--- config.mk ---
export PLATFORM = sky130hd
export DESIGN_NAME = video_top
export DESIGN_NICKNAME = d
export VERILOG_FILES = /design/src/design/video_pkg.sv /design/src/design/wb_regs.sv /design/src/design/sync_h.sv /design/src/design/sync_v.sv /design/src/design/video_out.sv /design/src/design/video_top.sv
export SDC_FILE = /design/constraint.sdc
export NUM_CORES = 1
export LEC_CHECK = 0
export BUFFER_PORTS_ARGS = -buffer_cell sky130_fd_sc_hd__buf_2
export CORE_MARGIN = 2
export CORE_UTILIZATION = 50
export DETAILED_ROUTE_END_ITERATION = 8
export PLACE_DENSITY = 0.79
export SYNTH_ARGS = -nofsm -noshare
export SYNTH_HDL_FRONTEND = slang
export SYNTH_SLANG_ARGS = --single-unit
--- constraint.sdc ---
create_clock -name clk -period 4.1 [get_ports clk]
set_input_delay 0.205 -clock clk [delete_from_list [all_inputs] [get_ports clk]]
set_output_delay 0.205 -clock clk [all_outputs]
set_load 0.02 [all_outputs]
--- src/design/video_pkg.sv ---
`default_nettype none

package video_pkg;

	typedef logic [8:0]  hcount_t;  // pixel position within a line
	typedef logic [8:0]  vcount_t;  // line number within a frame
	typedef logic [15:0] wb_data_t; // wishbone data word
	typedef logic [1:0]  wb_addr_t; // wishbone register address

	// horizontal events and windows, in hcount units
	localparam hcount_t HSYNC_BEG = 9'd8;   // hsync_start
	localparam hcount_t HSYNC_END = 9'd40;  // line_start, ends hsync
	localparam hcount_t HBLNK_END = 9'd64;
	localparam hcount_t HPIX_BEG  = 9'd104;
	localparam hcount_t HPIX_END  = 9'd360; // 256 pixels

	// vertical positions, in lines
	localparam vcount_t VBLNK_BEG = 9'd0;
	localparam vcount_t VSYNC_BEG = 9'd8;
	localparam vcount_t VSYNC_END = 9'd11;
	localparam vcount_t VBLNK_END = 9'd32;  // also the pre_vline line
	localparam vcount_t VPIX_BEG  = 9'd80;
	localparam vcount_t VPIX_END  = 9'd272; // 192 picture lines

	localparam vcount_t SRELOAD_LINE = 9'd134; // VBLNK_END + 102
	localparam vcount_t INT_LINE     = 9'd0;

	// z80 INT is held low this many clocks
	localparam int INT_LEN = 32;

	// register map
	localparam wb_addr_t REG_CTRL  = 2'd0; // bit 0 int_en
	localparam wb_addr_t REG_HINT  = 2'd1; // interrupt position in the line
	localparam wb_addr_t REG_STAT  = 2'd2; // vblank, vsync, pending
	localparam wb_addr_t REG_FRAME = 2'd3; // fired interrupt count

endpackage

`default_nettype wire

--- src/design/wb_regs.sv ---
`timescale 1ns/100ps
`default_nettype none

module wb_regs (
	input  wire                 clk,
	input  wire                 arst_n,

	// wishbone classic slave
	input  wire                 wb_cyc,
	input  wire                 wb_stb,
	input  wire                 wb_we,
	input  wire video_pkg::wb_addr_t wb_adr,
	input  wire video_pkg::wb_data_t wb_dat_w,
	output video_pkg::wb_data_t wb_dat_r,
	output logic                wb_ack,

	output logic                int_en,    // to video_out
	output video_pkg::hcount_t  hint_pos,  // to sync_h
	input  wire                 int_fired, // one clock, int_n just fell
	input  wire                 vblank,
	input  wire                 vsync
);

	import video_pkg::*;

	logic     acc;       // new access seen, ack goes high next clock
	logic     wr;        // write strobe, lands on the ack edge
	logic     pend;      // interrupt pending flag
	wb_data_t frame_cnt; // fired interrupts since last clear

	assign acc = wb_cyc && wb_stb && !wb_ack;
	assign wr  = acc && wb_we;

	// single wait state then one clock of ack
	always_ff @(posedge clk or negedge arst_n)
	begin
		if (!arst_n)
			wb_ack <= 1'b0;
		else
			wb_ack <= acc;
	end

	always_ff @(posedge clk or negedge arst_n)
	begin
		if (!arst_n)
		begin
			int_en   <= 1'b0;
			hint_pos <= '0;
		end
		else
		begin
			if (wr && (wb_adr == REG_CTRL))
				int_en <= wb_dat_w[0];
			if (wr && (wb_adr == REG_HINT))
				hint_pos <= wb_dat_w[8:0]; // upper bits ignored
		end
	end

	// a set from int_fired beats a clear in the same clock
	always_ff @(posedge clk or negedge arst_n)
	begin
		if (!arst_n)
			pend <= 1'b0;
		else if (int_fired)
			pend <= 1'b1;
		else if (wr && (wb_adr == REG_STAT) && wb_dat_w[2])
			pend <= 1'b0; // write 1 to clear
	end

	always_ff @(posedge clk or negedge arst_n)
	begin
		if (!arst_n)
			frame_cnt <= '0;
		else if (wr && (wb_adr == REG_FRAME))
			frame_cnt <= {15'd0, int_fired}; // clear, keep a coincident count
		else if (int_fired)
			frame_cnt <= frame_cnt + 16'd1;
	end

	// read mux, master holds adr so data is stable while ack is high
	always_comb
	begin
		case (wb_adr)
			REG_CTRL:  wb_dat_r = {15'd0, int_en};
			REG_HINT:  wb_dat_r = {7'd0, hint_pos};
			REG_STAT:  wb_dat_r = {13'd0, pend, vsync, vblank};
			REG_FRAME: wb_dat_r = frame_cnt;
			default:   wb_dat_r = '0;
		endcase
	end

endmodule

`default_nettype wire

--- src/design/sync_h.sv ---
`timescale 1ns/100ps
`default_nettype none

// horizontal counter, all outputs are registered decodes of hcount
// so every event lags its hcount position by one clock
module sync_h #(
	parameter int h_total = 448 // clocks per line, must exceed HPIX_END
) (
	input  wire                     clk,
	input  wire                     arst_n,

	input  wire video_pkg::hcount_t hint_pos, // where the interrupt fires

	output logic                    hsync_start, // one clock pulses
	output logic                    line_start,
	output logic                    hint_start,

	output logic                    hblank, // levels
	output logic                    hpix
);

	import video_pkg::*;

	hcount_t hcount; // pixel position in the line

	always_ff @(posedge clk or negedge arst_n)
	begin
		if (!arst_n)
			hcount <= '0;
		else if (hcount == hcount_t'(h_total - 1))
			hcount <= '0; // end of line
		else
			hcount <= hcount + 9'd1;
	end

	// line events
	always_ff @(posedge clk or negedge arst_n)
	begin
		if (!arst_n)
		begin
			hsync_start <= 1'b0;
			line_start  <= 1'b0;
			hint_start  <= 1'b0;
		end
		else
		begin
			hsync_start <= (hcount == HSYNC_BEG);
			line_start  <= (hcount == HSYNC_END); // also ends hsync
			hint_start  <= (hcount == hint_pos);  // never fires if hint_pos >= h_total
		end
	end

	// horizontal windows
	always_ff @(posedge clk or negedge arst_n)
	begin
		if (!arst_n)
		begin
			hblank <= 1'b0;
			hpix   <= 1'b0;
		end
		else
		begin
			hblank <= (hcount < HBLNK_END);
			hpix   <= (hcount >= HPIX_BEG) && (hcount < HPIX_END);
		end
	end

endmodule

`default_nettype wire

--- src/design/sync_v.sv ---
`timescale 1ns/100ps
`default_nettype none

// vertical blank, sync and picture window
// lines are counted on hsync_start, flags compare the count before the step
module sync_v #(
	parameter int v_total = 320 // lines per frame, must exceed VPIX_END
) (
	input  wire  clk,
	input  wire  arst_n,

	input  wire  hsync_start, // line counter step
	input  wire  line_start,  // ends vsync, times the line markers
	input  wire  hint_start,

	output logic vblank,
	output logic vsync,
	output logic vpix,      // line carries pixels, not only border
	output logic pre_vline, // first line after vblank
	output logic s_reload,  // screen reload line
	output logic int_start  // one clock, start of z80 INT
);

	import video_pkg::*;

	vcount_t vcount;     // current line
	vcount_t vcount_nxt; // line after the coming hsync_start
	vcount_t line_now;   // line the current clock belongs to

	assign vcount_nxt = (vcount == vcount_t'(v_total - 1)) ? '0 : vcount + 9'd1;

	// hint_start on the same clock as hsync_start already belongs to the new line
	assign line_now = hsync_start ? vcount_nxt : vcount;

	always_ff @(posedge clk or negedge arst_n)
	begin
		if (!arst_n)
			vcount <= '0;
		else if (hsync_start)
			vcount <= vcount_nxt;
	end

	// vblank and vpix move with the hsync edge
	always_ff @(posedge clk or negedge arst_n)
	begin
		if (!arst_n)
		begin
			vblank <= 1'b0;
			vpix   <= 1'b0;
		end
		else if (hsync_start)
		begin
			if (vcount == VBLNK_BEG)
				vblank <= 1'b1;
			else if (vcount == VBLNK_END)
				vblank <= 1'b0;

			if (vcount == VPIX_BEG)
				vpix <= 1'b1;
			else if (vcount == VPIX_END)
				vpix <= 1'b0;
		end
	end

	// vsync ends some time after hsync, on line_start
	always_ff @(posedge clk or negedge arst_n)
	begin
		if (!arst_n)
			vsync <= 1'b0;
		else if (hsync_start && (vcount == VSYNC_BEG))
			vsync <= 1'b1;
		else if (line_start && (vcount == VSYNC_END))
			vsync <= 1'b0;
	end

	// markers are rewritten every line, so each lasts exactly one line
	always_ff @(posedge clk or negedge arst_n)
	begin
		if (!arst_n)
		begin
			pre_vline <= 1'b0;
			s_reload  <= 1'b0;
		end
		else if (line_start)
		begin
			pre_vline <= (vcount == VBLNK_END);
			s_reload  <= (vcount == SRELOAD_LINE);
		end
	end

	always_ff @(posedge clk or negedge arst_n)
	begin
		if (!arst_n)
			int_start <= 1'b0;
		else
			int_start <= hint_start && (line_now == INT_LINE); // once per frame
	end

endmodule

`default_nettype wire

--- src/design/video_out.sv ---
`timescale 1ns/100ps
`default_nettype none

module video_out (
	input  wire  clk,
	input  wire  arst_n,

	input  wire  hsync_start,
	input  wire  line_start,
	input  wire  hblank,
	input  wire  hpix,
	input  wire  vblank,
	input  wire  vsync,
	input  wire  vpix,
	input  wire  int_start,
	input  wire  int_en,

	output logic hsync,
	output logic vsync_o,
	output logic blank,
	output logic pix_en,
	output logic int_n,    // active low z80 INT
	output logic int_fired // one clock, first clock of int_n low
);

	import video_pkg::*;

	localparam int CNT_W = $clog2(INT_LEN);

	logic [CNT_W-1:0] int_cnt; // clocks of int_n low still to go

	always_ff @(posedge clk or negedge arst_n)
	begin
		if (!arst_n)
		begin
			hsync   <= 1'b0;
			vsync_o <= 1'b0;
			blank   <= 1'b0;
			pix_en  <= 1'b0;
		end
		else
		begin
			if (hsync_start)
				hsync <= 1'b1; // high from hsync_start to line_start
			else if (line_start)
				hsync <= 1'b0;
			vsync_o <= vsync;
			blank   <= hblank || vblank;
			pix_en  <= hpix && vpix;
		end
	end

	// int stretcher, retrigger while low is ignored
	always_ff @(posedge clk or negedge arst_n)
	begin
		if (!arst_n)
		begin
			int_n     <= 1'b1;
			int_fired <= 1'b0;
			int_cnt   <= '0;
		end
		else
		begin
			int_fired <= 1'b0;
			if (int_n)
			begin
				if (int_start && int_en)
				begin
					int_n     <= 1'b0;
					int_fired <= 1'b1;
					int_cnt   <= CNT_W'(INT_LEN - 1);
				end
			end
			else if (int_cnt == '0)
				int_n <= 1'b1; // INT_LEN clocks done
			else
				int_cnt <= int_cnt - 1'b1;
		end
	end

endmodule

`default_nettype wire

--- src/design/video_top.sv ---
`timescale 1ns/100ps
`default_nettype none

module video_top #(
	parameter int h_total = 448, // clocks per line
	parameter int v_total = 320  // lines per frame
) (
	input  wire                      clk,
	input  wire                      arst_n,

	// wishbone classic slave
	input  wire                      wb_cyc,
	input  wire                      wb_stb,
	input  wire                      wb_we,
	input  wire video_pkg::wb_addr_t wb_adr,
	input  wire video_pkg::wb_data_t wb_dat_w,
	output video_pkg::wb_data_t      wb_dat_r,
	output logic                     wb_ack,

	// video
	output logic                     hsync,
	output logic                     vsync,
	output logic                     blank,
	output logic                     pix_en,
	output logic                     int_n,
	output logic                     pre_vline, // for pixel fetch
	output logic                     s_reload
);

	import video_pkg::*;

	logic    int_en;
	hcount_t hint_pos;
	logic    int_fired;

	// horizontal events
	logic    hsync_start;
	logic    line_start;
	logic    hint_start;
	logic    hblank;
	logic    hpix;

	// vertical levels, vsync_v is before the output register
	logic    vblank;
	logic    vsync_v;
	logic    vpix;
	logic    int_start;

	wb_regs u_regs (
		.clk       (clk),
		.arst_n    (arst_n),
		.wb_cyc    (wb_cyc),
		.wb_stb    (wb_stb),
		.wb_we     (wb_we),
		.wb_adr    (wb_adr),
		.wb_dat_w  (wb_dat_w),
		.wb_dat_r  (wb_dat_r),
		.wb_ack    (wb_ack),
		.int_en    (int_en),
		.hint_pos  (hint_pos),
		.int_fired (int_fired),
		.vblank    (vblank),
		.vsync     (vsync_v)
	);

	sync_h #(.h_total(h_total)) u_sync_h (
		.clk         (clk),
		.arst_n      (arst_n),
		.hint_pos    (hint_pos),
		.hsync_start (hsync_start),
		.line_start  (line_start),
		.hint_start  (hint_start),
		.hblank      (hblank),
		.hpix        (hpix)
	);

	sync_v #(.v_total(v_total)) u_sync_v (
		.clk         (clk),
		.arst_n      (arst_n),
		.hsync_start (hsync_start),
		.line_start  (line_start),
		.hint_start  (hint_start),
		.vblank      (vblank),
		.vsync       (vsync_v),
		.vpix        (vpix),
		.pre_vline   (pre_vline),
		.s_reload    (s_reload),
		.int_start   (int_start)
	);

	video_out u_out (
		.clk         (clk),
		.arst_n      (arst_n),
		.hsync_start (hsync_start),
		.line_start  (line_start),
		.hblank      (hblank),
		.hpix        (hpix),
		.vblank      (vblank),
		.vsync       (vsync_v),
		.vpix        (vpix),
		.int_start   (int_start),
		.int_en      (int_en),
		.hsync       (hsync),
		.vsync_o     (vsync),
		.blank       (blank),
		.pix_en      (pix_en),
		.int_n       (int_n),
		.int_fired   (int_fired)
	);

endmodule

`default_nettype wire

==> impl_metrics.py, run 1 <==
metrics = {
    "layout": {
        "fin_cells": 454,
        "nets": 400,
        "final_area_mm2": 0.00386,
        "syn_to_final_growth_pct": 12.8,
        "antennaDiodeCount": 0,
        "drive_gt1_share_pct": 20.1,
    },
    "sta": {
        "post-route-period-util_pct": 51.3,
        "finalSetupViolations": 0,
        "worst_pin_slew_ns": 1.01,
        "fin_setup_tns_ns": 0,
        "final-hold-violation-count": 0,
        "slew_headroom_pct": 32.4,
        "max_freq_mhz": 476,
        "period_needed_ns": 2.10,
        "rsz0062_at_grt": "false",
        "report.final.slew_viol_count": 0,
        "fin_skew_ns": 0.00858,
    },
    "clock_network": {
        "cts_buffers": 9,
        "cts_tree": "yes",
        "clock_latency_ns": 0.34,
        "cts.sinks": 68,
        "h-tree-depth": 3,
        "cts_buffer_depth": 2,
        "clk_pin_slew_ns": 0.07,
        "cts_setup_buffers": 0,
        "cts-root-buf": "clkbuf_8",
    },
    "floorplanning": {
        "dieArea_mm2": 0.00752,
        "die_h_um": 86.7,
        "start_util_pct": 50.9,
        "core_mm2": 0.00672,
        "die_w_um": 86.7,
        "num_rows": 30,
        "ios": 47,
    },
    "critical_path": {
        "slowest_delay_ns": 0.48,
        "critical-path-top-delay-family": "simple AND/OR/NAND/NOR gates",
        "worstSetupStartpointType": "flip-flop",
        "crit_chain": "ha_1 -> nand3_1 -> nor2_1 -> mux2_4 -> or4b_4 -> nor4_2",
        "r2r_slack_ns": 2.00,
        "worst_ep_arrival_time_ns": 2.34,
        "cp-end-kind": "flip-flop",
        "worst-path-max-fanout": 7,
        "crit_type": "flip-flop to flip-flop",
        "crit_buf_inv": 0,
        "crit_required_ns": 4.34,
        "slowest_stage": "or4b_4",
    },
    "detailed_routing": {
        "via_per_inst": 5.53,
        "vias": 2509,
        "drc": 0,
        "drt-total-wl_mm": 6.62,
        "drtIter0Drc": 115,
        "wl_per_cell_um": 14.6,
        "dr.pass1.iters": 4,
        "ant_nets": 0,
    },
    "global_routing": {
        "grt_start_max_net_pins": 41,
        "grt_pass1_vias": 2375,
        "grt_first_pass_wirelength_mm": 11.1,
        "grt_overflow_total": 0,
        "grt_use_total_pct": 18.9,
        "antenna_found_initial": 0,
    },
    "synthesis": {
        "ys.warnings.count": 0,
        "synthTopCellsByArea": "dfrtp_1, xnor2_1, mux2_2",
        "synth_nets": 365,
        "synthFlopType": "dfrtp_1",
        "synth-edff-count": 0,
        "synth_area_mm2": 0.00342,
        "synth_top_cell_area_share_pct": 49.0,
        "netlist_instances": 334,
        "syn_avg_cell_area_um2": 10.2,
        "seq_area_frac_synth_pct": 49.8,
        "synth_most_common_cell": "dfrtp_1",
        "yosys.area.top_type": "dfrtp_1",
        "post_synth_num_cell_types": 44,
        "async_flop_share_pct": 100,
        "synth-seq-cells": 68,
        "synthTopCellsByCount": "dfrtp_1, nor2_1, nand2_1, xnor2_1, nand3_1",
    },
    "hold_path": {
        "hp-class": "input pin to flip-flop",
    },
    "pwr": {
        "ir_drop_v": 0.000268,
        "leakage_nw": 1.82,
        "powerDensity_mw_per_mm2": 411,
    },
    "status": {
        "status": "complete, no violations",
    },
    "place": {
        "dpl.hpwl_mm": 4.77,
        "dpl_cell_area_mm2": 0.00363,
        "place_congestion": 0.883,
        "numPortBuffers": 39,
        "placedCellCount": 437,
    },
    "flow_run": {
        "drv_cap": 0,
    },
}
-- cell usage in the layout (no fill, tap or decap), types with 3 or more instances in the layout --
cell type  instances
a21o_1             3
mux2_2            13
nor4_1             3
xnor2_1           19
buf_2             39
o21ai_0           14
nor3b_1            3
inv_1             14
nor3_1             6
xor2_1            14
dfrtp_1           67
nand3_1           18
ha_1               8
mux2i_1            8
nand2_1           23
nor2b_1            8
clkbuf_8          10
or3_1              3
and3_1            12
nor2_1            34
nand4_1           10
a21oi_1           10
a31oi_1            4
-- routing by layer --
metal | GRT usage [%] | routed length, µm
met1 | 25.1 | 3050
met4 | 8.24 | 129
met3 | 3.43 | 233
met2 | 30.4 | 3210
met5 | 0 | 0
-- logic make-up after synthesis --
group | synth area share (%)
AOI/OAI and AO/OA | 6.11
buffers and inverters | 4.28
muxes | 7.71
xor gates and xnor gates | 8.45
adders and majority gates | 2.93
and+or+nand+nor | 20.8
DFF | 49.8
-- power breakdown --
group          internal, mW  switching [mW]  leakage, nW
Clock                 0.359           0.244        0.107
Combinational        0.0924          0.0981        0.839
Sequential            0.729          0.0640        0.875
-- flip-flops by register name (all words and copies together), names as in the netlist, 5 cells and up --
signal and flops:
u_out.int_cnt 5, u_regs.frame_cnt 16, u_regs.hint_pos 9, u_sync_h.hcount 9, u_sync_v.vcount 9
-- metrics by stage --
| stage | setup WS, ns | power [mW] | utilization [%] | hold WS [ns] |
|---|---|---|---|---|
| after floorplan | 2.20 | 0.925 | - | -0.0906 |
| after global placement | 2.07 | 0.986 | 54.0 | 0.264 |
| after detailed placement | 2.02 | 0.997 | 54.0 | 0.272 |
| after CTS | 2.00 | 1.60 | 57.4 | 0.0895 |
| after global routing | 1.86 | 1.67 | 57.4 | 0.0959 |
| final | 2.00 | 1.59 | 57.4 | 0.104 |
-- final timing paths --
path	startpoint	end	cells past startpoint
min in group asynchronous	arst_n	u_sync_v.vcount[8]$_DFF_PN0_	2
min	wb_dat_w[6]	u_regs.hint_pos[6]$_DFFE_PN0P_	2
max	u_sync_v.vcount[1]$_DFF_PN0_	u_sync_v.int_start$_DFF_PN0_	6
min reg2reg	u_sync_v.vsync$_DFFE_PN0P_	u_out.vsync_o$_DFF_PN0_	0
max reg2reg	u_sync_v.vcount[1]$_DFF_PN0_	u_sync_v.int_start$_DFF_PN0_	6
max in group asynchronous	arst_n	u_sync_h.hcount[2]$_DFF_PN0_	3
-- cell type report --
cell class                 count  area, µm²
clock buffer                  12        145
clock inverter                 4       72.6
fill                         572       2860
inverter                      14       52.6
multi-input combinational    235       1570
sequential                    68       1700
tap                           80        100
timing repair buffer          41        213
-- timing repair --
item / 4_1_cts / 5_1_grt
hold buffers: 1 / 0
resized for setup: 0 / 0
endpoints found under the hold margin: 27 / 0
Note: power is estimated with default switching activity, not from simulation.
==> run 2: changes to the inputs <==
Settings changed: PLACE_DENSITY 0.79 to 0.82.
Clock period 4.1 ns to 1.8 ns, I/O delays scaled along.
==> run 2 against run 1 <==
  * The run now ends with negative setup slack left
  * Combinational power increased by 150%
  * Global-route usage is 1.8 points higher
  * First-iteration DRC count up 58%
  * Fmax grew 16%
  * Critical path type unchanged
  * Design area grew 7.1%
  * Routed wire length up 9.1%
  * Critical endpoint unchanged
  * Worst setup slack got worse by 2.0 ns
  * Sequential cell count stayed put
  * Via count up 5.4%
  * Total power increased by 120%
  * Clock skew decreased by 0.0026 ns
==> impl_metrics.py, run 2 (same netlist as run 1, synthesis figures left out) <==
metrics = {
    "critical_path": {
        "critical-path-top-delay-family": "simple AND/OR/NAND/NOR gates",
        "worstSetupStartpointType": "flip-flop",
        "crit_type": "flip-flop to flip-flop",
        "crit_buf_inv": 0,
        "slowest_stage": "or4b_4",
        "slowest_delay_ns": 0.48,
        "cp-end-kind": "flip-flop",
        "worst_ep_arrival_time_ns": 2.07,
        "crit_required_ns": 2.05,
        "crit_chain": "nand3_1 -> nor2_4 -> mux2_4 -> or4b_4 -> nor4_2",
        "worst-path-max-fanout": 5,
    },
    "sta": {
        "period_needed_ns": 1.82,
        "report.final.slew_viol_count": 0,
        "post-route-period-util_pct": 101,
        "rsz0062_at_grt": "true",
        "max_freq_mhz": 551,
        "slew_headroom_pct": 68.8,
        "final-hold-violation-count": 0,
        "finalSetupViolations": 1,
        "setup_ws_ns": -0.0163,
        "worst_pin_slew_ns": 0.466,
        "fin_skew_ns": 0.00594,
        "fin_setup_tns_ns": -0.0163,
    },
    "detailed_routing": {
        "via_per_inst": 5.46,
        "ant_nets": 0,
        "topRoutingLayerUsed": "met4",
        "dr_wl_met2_mm": 3.53,
        "met3_length_um": 331,
        "drt-total-wl_mm": 7.22,
        "m1WireLength_mm": 3.24,
        "drtIter0Drc": 182,
        "dr.pass1.iters": 4,
        "drc": 0,
        "vias": 2645,
        "wl_per_cell_um": 14.9,
    },
    "floorplanning": {
        "dieArea_mm2": 0.00752,
        "die_h_um": 86.7,
        "die_w_um": 86.7,
        "ios": 47,
        "core_mm2": 0.00672,
        "num_rows": 30,
        "start_util_pct": 50.9,
    },
    "pwr": {
        "ir_drop_v": 0.000430,
        "powerDensity_mw_per_mm2": 859,
        "leakage_nw": 1.96,
    },
    "flow_run": {
        "drv_cap": 0,
    },
    "global_routing": {
        "grt_first_pass_wirelength_mm": 12.1,
        "grt_use_total_pct": 20.7,
        "grt_pass1_vias": 2610,
        "grt_start_max_net_pins": 69,
        "antenna_found_initial": 0,
        "grt_overflow_total": 0,
    },
    "clock_network": {
        "cts-root-buf": "clkbuf_8",
        "cts_buffer_depth": 2,
        "h-tree-depth": 3,
        "clk_pin_slew_ns": 0.07,
        "clock_latency_ns": 0.34,
        "cts_buffers": 9,
        "cts_tree": "yes",
        "cts.sinks": 68,
    },
    "layout": {
        "largest_register_ffs": 16,
        "final_common_cell": "dfrtp_1",
        "utilization_pct": 61.5,
        "final_cell_mix": "dfrtp_1, buf_2, nor2_1, buf_4, nand2_1",
        "antennaDiodeCount": 0,
        "drive_gt1_share_pct": 25.7,
        "largest_register": "u_regs.frame_cnt",
        "final_area_mm2": 0.00413,
        "syn_to_final_growth_pct": 20.8,
        "nets": 430,
    },
    "status": {
        "status": "finished, violations left",
        "violations": "negative setup slack",
    },
    "place": {
        "place_congestion": 0.937,
        "numPortBuffers": 39,
        "dpl_cell_area_mm2": 0.00382,
        "pre_cts_slack_ns": -0.0385,
        "dpl.hpwl_mm": 4.99,
    },
    "hold_path": {
        "hp-class": "input pin to flip-flop",
    },
}
run 2: cell types whose count changed in the layout (fill, tap and decap cells not counted), sizes merged:
| cell | delta |
|---|---|
| clkbuf | +1 |
| clkinvlp | +1 |
| bufinv | -1 |
| dlygate4sd3 | +6 |
| buf | +24 |
| clkinv | -1 |
run 2: cell type report:
type                            instances  area, µm²
Fill cell                             537       2590
Multi-Input combinational cell        235       1610
Clock inverter                          3       45.0
Tap cell                               80        100
Inverter                               14       52.6
Sequential cell                        68       1700
Clock buffer                           13        159
Timing Repair Buffer                   71        465
run 2: per-stage QoR:
step	hold WS, ns	cells	power (mW)
floorplan	-0.206	334	2.11
global placement	0.135	459	2.26
detailed placement	0.135	459	2.29
CTS	0.00503	483	3.58
global route	0.0128	484	3.73
finish	0.00136	484	3.55
run 2: worst register-to-register path: cells and delay by family (launching register included):
| kind | cells | cell delay, ns |
|---|---|---|
| DFF | 1 | 0.42 |
| muxes | 1 | 0.31 |
| and+or+nand+nor | 4 | 0.99 |
run 2: power by group:
| group | internal [mW] | total, mW | leakage (nW) | switching (mW) |
|---|---|---|---|---|
| Clock | 0.717 | 1.28 | 0.0959 | 0.567 |
| Combinational | 0.231 | 0.466 | 0.990 | 0.235 |
| Sequential | 1.66 | 1.80 | 0.875 | 0.139 |
| Total | 2.61 | 3.55 | 1.96 | 0.941 |
run 2: routing by layer:
| layer | up-vias | global-route usage [%] |
|---|---|---|
| li1 | 1281 | - |
| met1 | 1288 | 27.8 |
| met2 | 68 | 33.1 |
| met3 | 8 | 3.14 |
| met4 | 0 | 9.66 |
| met5 | - | 0 |
run 2: what timing repair did:
action / in CTS / in global routing
pin swaps: 1 / 1
endpoints found under the hold margin: 73 / 0
buffers inserted: 1 / 1
gates resized for setup: 3 / 2
setup endpoints to repair: 1 / 2
hold buffers: 7 / 0
run 2: worst paths after layout:
check,from,to,slack (ns),cells after the start
hold / removal,wb_dat_w[1],u_regs.hint_pos[1]$_DFFE_PN0P_,0.001,2
hold reg to reg,u_sync_v.vsync$_DFFE_PN0P_,u_out.vsync_o$_DFF_PN0_,0.43,0
max in group asynchronous,arst_n,u_regs.frame_cnt[8]$_DFFE_PN0P_,1.20,3
min in group asynchronous,arst_n,u_out.int_cnt[3]$_DFFE_PN0N_,0.27,3
setup / recovery,u_sync_v.vcount[4]$_DFF_PN0_,u_sync_v.int_start$_DFF_PN0_,-0.02,5
setup reg to reg,u_sync_v.vcount[4]$_DFF_PN0_,u_sync_v.int_start$_DFF_PN0_,-0.02,5
